`src/dna_defines.svh`:
```
`ifndef DNA_DEFINES_SVH
`define DNA_DEFINES_SVH

// Sequence memory geometry
`define SEQ_DEPTH 16
`define SEQ_ADDR_W 4

// Pattern memory geometry
`define PAT_DEPTH 16
`define PAT_ADDR_W 4

`endif

```
`src/dnaAlphabetPkg.sv`:
```
`include "dna_defines.svh"

package dnaAlphabetPkg;

    typedef enum logic [1:0] {
        baseA = 2'd0,
        baseC = 2'd1,
        baseT = 2'd2,
        baseG = 2'd3
    } base_t;

    // Literal codes line up with base_t
    typedef enum logic [2:0] {
        tokA         = 3'd0,
        tokC         = 3'd1,
        tokT         = 3'd2,
        tokG         = 3'd3,
        tokPairOpen  = 3'd4,
        tokReserved5 = 3'd5,
        tokReserved6 = 3'd6,
        tokPatEnd    = 3'd7
    } token_t;

    typedef enum logic [2:0] {
        litMatch  = 3'd0,
        litMiss   = 3'd1,
        pairOpen  = 3'd2,
        pairMatch = 3'd3,
        pairMiss  = 3'd4,
        patEnd    = 3'd5,
        badToken  = 3'd6
    } notify_t;

    typedef struct packed {
        logic                   valid;
        logic [`SEQ_ADDR_W-1:0] addr;
        base_t                  data;
    } seqWrite_t;

    typedef struct packed {
        logic                   valid;
        logic [`PAT_ADDR_W-1:0] addr;
        token_t                 data;
    } patWrite_t;

endpackage

```
`src/dnaControlPkg.sv`:
```
package dnaControlPkg;

    typedef enum logic [3:0] {
        idle      = 4'd0,
        readToken = 4'd1,
        readAlt1  = 4'd2,
        readAlt2  = 4'd3,
        compare   = 4'd4,
        matched   = 4'd5,
        noMatch   = 4'd6,
        patError  = 4'd7
    } ctrlState_t;

    // Strobes from the controller to both memories and the comparator
    typedef struct packed {
        logic seqClear;
        logic seqAdvance;
        logic patClear;
        logic patAdvance;
        logic altLoad;     // Capture first choice of a group
    } memCtrl_t;

    typedef struct packed {
        logic done;
        logic found;
        logic error;
    } matchResult_t;

endpackage

```
`src/dnaMatcher.sv`:
```
`timescale 1ns/1ps
`include "dna_defines.svh"

module dnaMatcher
    import dnaAlphabetPkg::*, dnaControlPkg::*;
(
    input  logic                 clock,
    input  logic                 reset_N,
    input  logic                 start,
    input  seqWrite_t            seqWrite,
    input  patWrite_t            patWrite,
    input  logic [`SEQ_ADDR_W:0] seqLength,
    output matchResult_t         result
);

    localparam logic [`PAT_ADDR_W:0] PAT_LIMIT = `PAT_DEPTH;

    memCtrl_t ctrl;
    base_t    curBase;
    token_t   curToken;
    notify_t  notify;
    logic     seqAtEnd;

    symbolMemory #(
        .symbol_t (base_t),
        .DEPTH    (`SEQ_DEPTH),
        .ADDR_W   (`SEQ_ADDR_W)
    ) seqMem (
        .clock     (clock),
        .reset_N   (reset_N),
        .writeEn   (seqWrite.valid),
        .writeAddr (seqWrite.addr),
        .writeData (seqWrite.data),
        .clear     (ctrl.seqClear),
        .advance   (ctrl.seqAdvance),
        .limit     (seqLength),
        .readData  (curBase),
        .atEnd     (seqAtEnd)
    );

    symbolMemory #(
        .symbol_t (token_t),
        .DEPTH    (`PAT_DEPTH),
        .ADDR_W   (`PAT_ADDR_W)
    ) patMem (
        .clock     (clock),
        .reset_N   (reset_N),
        .writeEn   (patWrite.valid),
        .writeAddr (patWrite.addr),
        .writeData (patWrite.data),
        .clear     (ctrl.patClear),
        .advance   (ctrl.patAdvance),
        .limit     (PAT_LIMIT),
        .readData  (curToken),
        .atEnd     ()                  // Pattern end comes from the token
    );

    matchCompare compareUnit (
        .clock   (clock),
        .reset_N (reset_N),
        .ctrl    (ctrl),
        .token   (curToken),
        .base    (curBase),
        .notify  (notify)
    );

    matchControl controlUnit (
        .clock    (clock),
        .reset_N  (reset_N),
        .start    (start),
        .notify   (notify),
        .seqAtEnd (seqAtEnd),
        .ctrl     (ctrl),
        .result   (result)
    );

endmodule

```
`src/matchCompare.sv`:
```
`timescale 1ns/1ps

module matchCompare
    import dnaAlphabetPkg::*, dnaControlPkg::*;
(
    input  logic     clock,
    input  logic     reset_N,
    input  memCtrl_t ctrl,
    input  token_t   token,
    input  base_t    base,
    output notify_t  notify
);

    token_t altFirst;
    logic   altValid;      // Second choice is the current token
    logic   firstLit;
    logic   secondLit;
    logic   pairDistinct;
    logic   pairHit;

    always_ff @(posedge clock) begin
        if (!reset_N) begin
            altValid <= 1'b0;
        end else if (ctrl.patClear) begin
            altValid <= 1'b0;
        end else if (ctrl.altLoad) begin
            altValid <= 1'b1;
        end else if (ctrl.patAdvance) begin
            altValid <= 1'b0;
        end
    end

    always_ff @(posedge clock) begin
        if (ctrl.altLoad) begin
            altFirst <= token;
        end
    end

    always_comb begin
        firstLit     = ~altFirst[2];
        secondLit    = ~token[2];
        pairDistinct = (altFirst[1:0] != token[1:0]);
        pairHit      = (base_t'(altFirst[1:0]) == base) || (base_t'(token[1:0]) == base);

        if (altValid) begin
            if (!firstLit || !secondLit || !pairDistinct) begin
                notify = badToken;
            end else if (pairHit) begin
                notify = pairMatch;
            end else begin
                notify = pairMiss;
            end
        end else begin
            unique case (token)
                tokA, tokC, tokT, tokG: notify = (base_t'(token[1:0]) == base) ? litMatch : litMiss;
                tokPairOpen:            notify = pairOpen;
                tokPatEnd:              notify = patEnd;
                default:                notify = badToken;   // Reserved codes
            endcase
        end
    end

endmodule

```
`src/matchControl.sv`:
```
`timescale 1ns/1ps

module matchControl
    import dnaAlphabetPkg::*, dnaControlPkg::*;
(
    input  logic         clock,
    input  logic         reset_N,
    input  logic         start,
    input  notify_t      notify,
    input  logic         seqAtEnd,
    output memCtrl_t     ctrl,
    output matchResult_t result
);

    ctrlState_t state;
    ctrlState_t nextState;

    always_ff @(posedge clock) begin
        if (!reset_N) begin
            state <= idle;
        end else begin
            state <= nextState;
        end
    end

    always_comb begin
        nextState = state;
        ctrl      = '0;

        unique case (state)
            idle, matched, noMatch, patError: begin
                if (start) begin
                    ctrl.seqClear = 1'b1;
                    ctrl.patClear = 1'b1;
                    nextState     = readToken;
                end
            end

            readToken: begin
                case (notify)
                    patEnd: begin
                        nextState = matched;
                    end
                    badToken: begin
                        nextState = patError;
                    end
                    pairOpen: begin
                        ctrl.patAdvance = 1'b1;   // Step onto first choice
                        nextState       = readAlt1;
                    end
                    default: begin
                        nextState = compare;
                    end
                endcase
            end

            readAlt1: begin
                ctrl.altLoad    = 1'b1;
                ctrl.patAdvance = 1'b1;
                nextState       = readAlt2;
            end

            readAlt2: begin
                // Bad or repeated choice wins over a finished sequence
                if (notify == badToken) begin
                    nextState = patError;
                end else begin
                    nextState = compare;
                end
            end

            compare: begin
                if (seqAtEnd) begin
                    nextState = noMatch;
                end else if (notify == litMatch || notify == pairMatch) begin
                    ctrl.seqAdvance = 1'b1;
                    ctrl.patAdvance = 1'b1;
                    nextState       = readToken;
                end else begin
                    nextState = noMatch;
                end
            end

            default: begin
                nextState = idle;
            end
        endcase
    end

    // Result follows the held state
    always_comb begin
        result.done  = (state == matched) || (state == noMatch) || (state == patError);
        result.found = (state == matched);
        result.error = (state == patError);
    end

endmodule

```
`src/symbolMemory.sv`:
```
`timescale 1ns/1ps

module symbolMemory #(
    parameter type symbol_t = logic [1:0],
    parameter int  DEPTH    = 16,
    parameter int  ADDR_W   = 4
) (
    input  logic              clock,
    input  logic              reset_N,
    input  logic              writeEn,
    input  logic [ADDR_W-1:0] writeAddr,
    input  symbol_t           writeData,
    input  logic              clear,
    input  logic              advance,
    input  logic [ADDR_W:0]   limit,
    output symbol_t           readData,
    output logic              atEnd
);

    symbol_t         storage [DEPTH];
    logic [ADDR_W:0] readCount;    // One extra bit so a full memory can be counted

    always_ff @(posedge clock) begin
        if (writeEn) begin
            storage[writeAddr] <= writeData;
        end
    end

    always_ff @(posedge clock) begin
        if (!reset_N) begin
            readCount <= '0;
        end else if (clear) begin
            readCount <= '0;
        end else if (advance) begin
            readCount <= readCount + 1'b1;
        end
    end

    // Read is combinational from the counter
    assign readData = storage[readCount[ADDR_W-1:0]];

    assign atEnd = (readCount == limit);

endmodule
```
`config.mk`:
```
export PLATFORM = sky130hd
export DESIGN_NAME = dnaMatcher
export DESIGN_NICKNAME = d
export VERILOG_FILES = /design/src/dnaAlphabetPkg.sv /design/src/dnaControlPkg.sv /design/src/dnaMatcher.sv /design/src/matchCompare.sv /design/src/matchControl.sv /design/src/symbolMemory.sv
export VERILOG_INCLUDE_DIRS = /design/src
export SDC_FILE = /design/constraint.sdc
export NUM_CORES = 1
export LEC_CHECK = 0
export ABC_CLOCK_PERIOD_IN_PS = 3340
export BUFFER_PORTS_ARGS = -buffer_cell sky130_fd_sc_hd__buf_2
export CORE_AREA = 2 2 106 108
export CTS_CLUSTER_SIZE = 40
export DETAILED_ROUTE_END_ITERATION = 7
export DIE_AREA = 0 0 108 110
export PLACE_DENSITY_LB_ADDON = 0.15
export SLEW_MARGIN = 20
export SYNTH_ARGS = -nofsm -noshare
export SYNTH_HDL_FRONTEND = slang
export SYNTH_SLANG_ARGS = --single-unit
```
`constraint.sdc`:
```
create_clock -name clock -period 3.34 [get_ports clock]
set_input_delay 0.668 -clock clock [delete_from_list [all_inputs] [get_ports clock]]
set_output_delay 0.668 -clock clock [all_outputs]
set_load 0.01 [all_outputs]
```
==> metrics.md <==
| Metric | Value |
|---|---|
| Pre-antenna DRT Iters | 4 |
| Drt drc | 0 |
| Min-delay worst type | flop to flop |
| Worst Hold Path Cells | 2 |
| H-tree Lvls | 3 |
| ANT cells | 0 |
| Area share of the largest cell type after synthesis | between 50% and 60% |
| Num CTS Buffers | 9 |
| Port buffer count | 25 |
| Fmax | around 310 MHz |
| HPWL Detailed | between 6000 and 7000 µm |
| Min Hold Slack | around 0.51 ns |
| Static Leak | around 1.7 nW |
| # hold bufs at CTS | 0 |
| Peak VDD IR | approximately 270 µV |
| Synth-to-Final Area Change | 12.1% |
| Number of routed nets with antenna violations | 0 |
| Fin. max-slew vios | 0 |
| Worst-path cell chain | mux4_1 > mux4_2 > or3_1 > a41o_1 > a211o_4 > or4_1 > a21oi_1 |
| Largest net degree at the start of global routing | 18 |
| FF-to-FF path depth | 7 |
| Gr ovfl total | 0 |
| Die Width | about 110 µm |
| YS warnings | 0 |
| Crit Path Max Fanout | 9 |
| Vias in the first global route | around 2,900 |
| Setup Skew | 0.0151 ns |
| Slew Limit Headroom | approximately three fifths |
| Total GRT Usage | 16.3% |
| Outcome | finished clean |
| Synth Net Count | 375 |
| Pwr Total | 3.41 mW |
| WL final | ~9100 µm |
| Per-cell routed wire length | around 17 µm |
| Antenna violations before repair | 0 |
| Post-synth EDFFs | 83 |
| Post-synthesis mux area share | roughly an eighth |
| CP max stage delay | 0.56 ns |
| Placeable Area | ~11,000 µm² |
| Final Critical Period | roughly 3.3 ns |
| Core Rows | 38 |
| Mean Syn Cell Area | 13.5 µm² |
| Max_cap viols | 0 |
| Largest family of logic cells by synthesized area | simple AND/OR/NAND/NOR gates |
| Worst EP arrival | 3.54 ns |
| Post-synth top flop | edfxtp_1 |
| Global-route wire length before repair | ~15,000 µm |
| Clk buf depth | 2 |
| Post-synthesis sequential area ratio | a little over 60% |
| Hold Startpoint | seqMem.readCount[4] |
| Worst Hold Endpoint | seqMem.readCount[4] |
| DRT iter0 DRCs | 180 |
| TritonCTS clock tree | done |
| Die area | around 12,000 µm² |
| Number of top-level pins | 26 |
| Cell area after synthesis | about 4700 µm² |
| Clock transition at the registers of the reported paths | 0.10 ns |
| Syn Inst Count | 350 |
| Worst Path Required | 3.63 ns |
| Starting Density | 44.3% |
| Period utilisation layout | between 90% and 100% |
| Core Util, Final | about 50% |
| R2R Setup Slk | about 0.087 ns |
| PwrDens | between 600 and 700 nW/µm² |
| Leading post-synthesis cells by cell area | edfxtp_1 53%, mux4_2 9.0%, dfxtp_1 8.9%, nor2_1 2.7%, mux2i_1 2.1% |
| Layout cells sized above 1 | around a fifth |
| Seq cells post-synth | between 100 and 150 |
| Die H | between 100 and 150 µm |
| Crit end category | flop |
| CTS Sinks | ~100 |
| Startpoint types | flop |
| Slew @ Worst Pin | ~0.59 ns |
| Via count | 2,988 |
| Hold Vio Cnt, Final | 0 |
| Post-synthesis xor/xnor area fraction | 2.22% |
| GPL Wtd Cong | 0.810 |
| Adder-cell area share of the yosys netlist | less than 1% |
| Clock root buffer | clkbuf_8 |
| Drt via density | 5.63 |
| WS Path Type | flop to flop |
| Setup-failing EPs final | 0 |
| Unique cell type count in the Yosys netlist | 51 |
| Worst skew pair latency | 0.37 ns |
| Final nets | roughly 410 |
| Final setup TNS | 0 ns |
| Top cell type by total area after synthesis | edfxtp_1 |
| Ys async rst share | 0% |
| Compound-Gate Fraction of Synth Area | 8.64% |
| Simple-Gate Fraction of Synth Area | between 10% and 20% |
| Slowest CP cell | mux4_1 |
how the worst max path moves through the flow:
| stage | startpoint | depth (start not counted) | slack, ns | end |
|---|---|---|---|---|
| 5_1_grt | flop | 7 | -0.02 | flop |
| 3_3_place_gp | flop | 7 | 0.07 | flop |
| 3_5_place_dp | flop | 7 | -0.02 | seqMem.readCount[3] |
| 6_report | flop | 7 | 0.09 | flop |
| 2_1_floorplan | flop | 9 | 0.21 | flop |
| 4_1_cts | flop | 7 | 0.04 | seqMem.readCount[3] |
layer usage:
| layer | GRT usage (%) | up-vias | part of all wire [%] |
|---|---|---|---|
| met4 | 6.32 | 0 | 1.6 |
| li1 | - | 1448 | - |
| met2 | 26.2 | 59 | 47 |
| met1 | 22.7 | 1468 | 48 |
| met5 | 0 | - | 0 |
| met3 | 2.47 | 13 | 2.9 |
registers in the layout, indices dropped and copies added (netlist names), named ones only:
| signal | cells |
|---|---|
| seqMem.storage | 32 |
| compareUnit.altFirst | 3 |
| controlUnit.state | 3 |
| compareUnit.altValid | 1 |
| patMem.readCount | 4 |
| seqMem.readCount | 5 |
| patMem.storage | 48 |
cell usage after synthesis (3+ instances only):
cell / n
edfxtp_1: 83
nor2_1: 34
dfxtp_1: 21
mux4_2: 19
nand3_1: 19
nand2_1: 16
nor3_1: 16
clkbuf_1: 11
mux2i_1: 10
a21oi_1: 9
inv_1: 9
nand2b_1: 9
xnor2_1: 6
xor2_1: 6
nand3b_1: 5
o2111ai_1: 5
o21ai_0: 5
o31ai_1: 5
a22oi_1: 4
a211oi_1: 3
a21o_1: 3
a41oi_1: 3
and2_1: 3
buf_2: 3
nor4_1: 3
or3_1: 3
area by class of cell:
class | instances | area, µm²
clock inverter | 6 | 70.1
sequential | 104 | 2920
timing repair buffer | 40 | 250
multi-input combinational | 222 | 1740
fill | 946 | 5390
inverter | 9 | 33.8
tap | 140 | 175
clock buffer | 10 | 128
where the power goes:
| part | switching [mW] | internal [mW] |
|---|---|---|
| clock network | 0.432 | 0.349 |
| registers | 0.114 | 1.49 |
| logic | 0.564 | 0.455 |
| total | 1.11 | 2.29 |
through the flow:
step | instance area, µm² | instances | worst slack (ns)
after floorplan | 4740 | 350 | 0.210
after global placement | 5090 | 514 | 0.0746
after detailed placement | 5090 | 514 | -0.0168
after CTS | 5290 | 530 | 0.0351
after global routing | 5310 | 531 | -0.0214
final | 5310 | 531 | 0.0872
worst max-delay path: cells and delay by family (launching register included):
family	cells	cell delay [ns]
flip-flops	1	0.40
AND/OR/NAND/NOR	2	0.85
AO/OA/AOI/OAI	3	0.81
multiplexers	2	1.11
layout by cell type (no fill, tap or decap), types with 3 or more instances in the layout:
cell type,count
a21o_1,3
a21oi_1,9
a22oi_1,4
a41oi_1,3
and2_1,3
buf_2,25
buf_4,14
clkbuf_8,9
clkinvlp_4,3
dfxtp_1,20
edfxtp_1,83
inv_1,9
mux2i_1,10
mux4_2,19
nand2_1,16
nand2b_1,9
nand3_1,19
nand3b_1,5
nor2_1,34
nor3_1,16
nor4_1,3
o2111ai_1,5
o21ai_0,5
o31ai_1,5
or3_1,3
xnor2_1,6
xor2_1,6
cells by family after synthesis:
| kind of cell | after synthesis |
|---|---|
| AND/OR/NAND/NOR | 122 |
| flip-flops | 104 |
| AO/OA/AOI/OAI | 55 |
| multiplexers | 31 |
| buffers and inverters | 24 |
| XOR/XNOR | 12 |
| adder cells (fa/ha/maj) | 2 |
repair_timing:
item,in CTS,in global routing
gates resized for setup,1,4
buffers inserted,0,1
setup endpoints to repair,4,12
No activity file was read; power rests on OpenSTA's default activity.
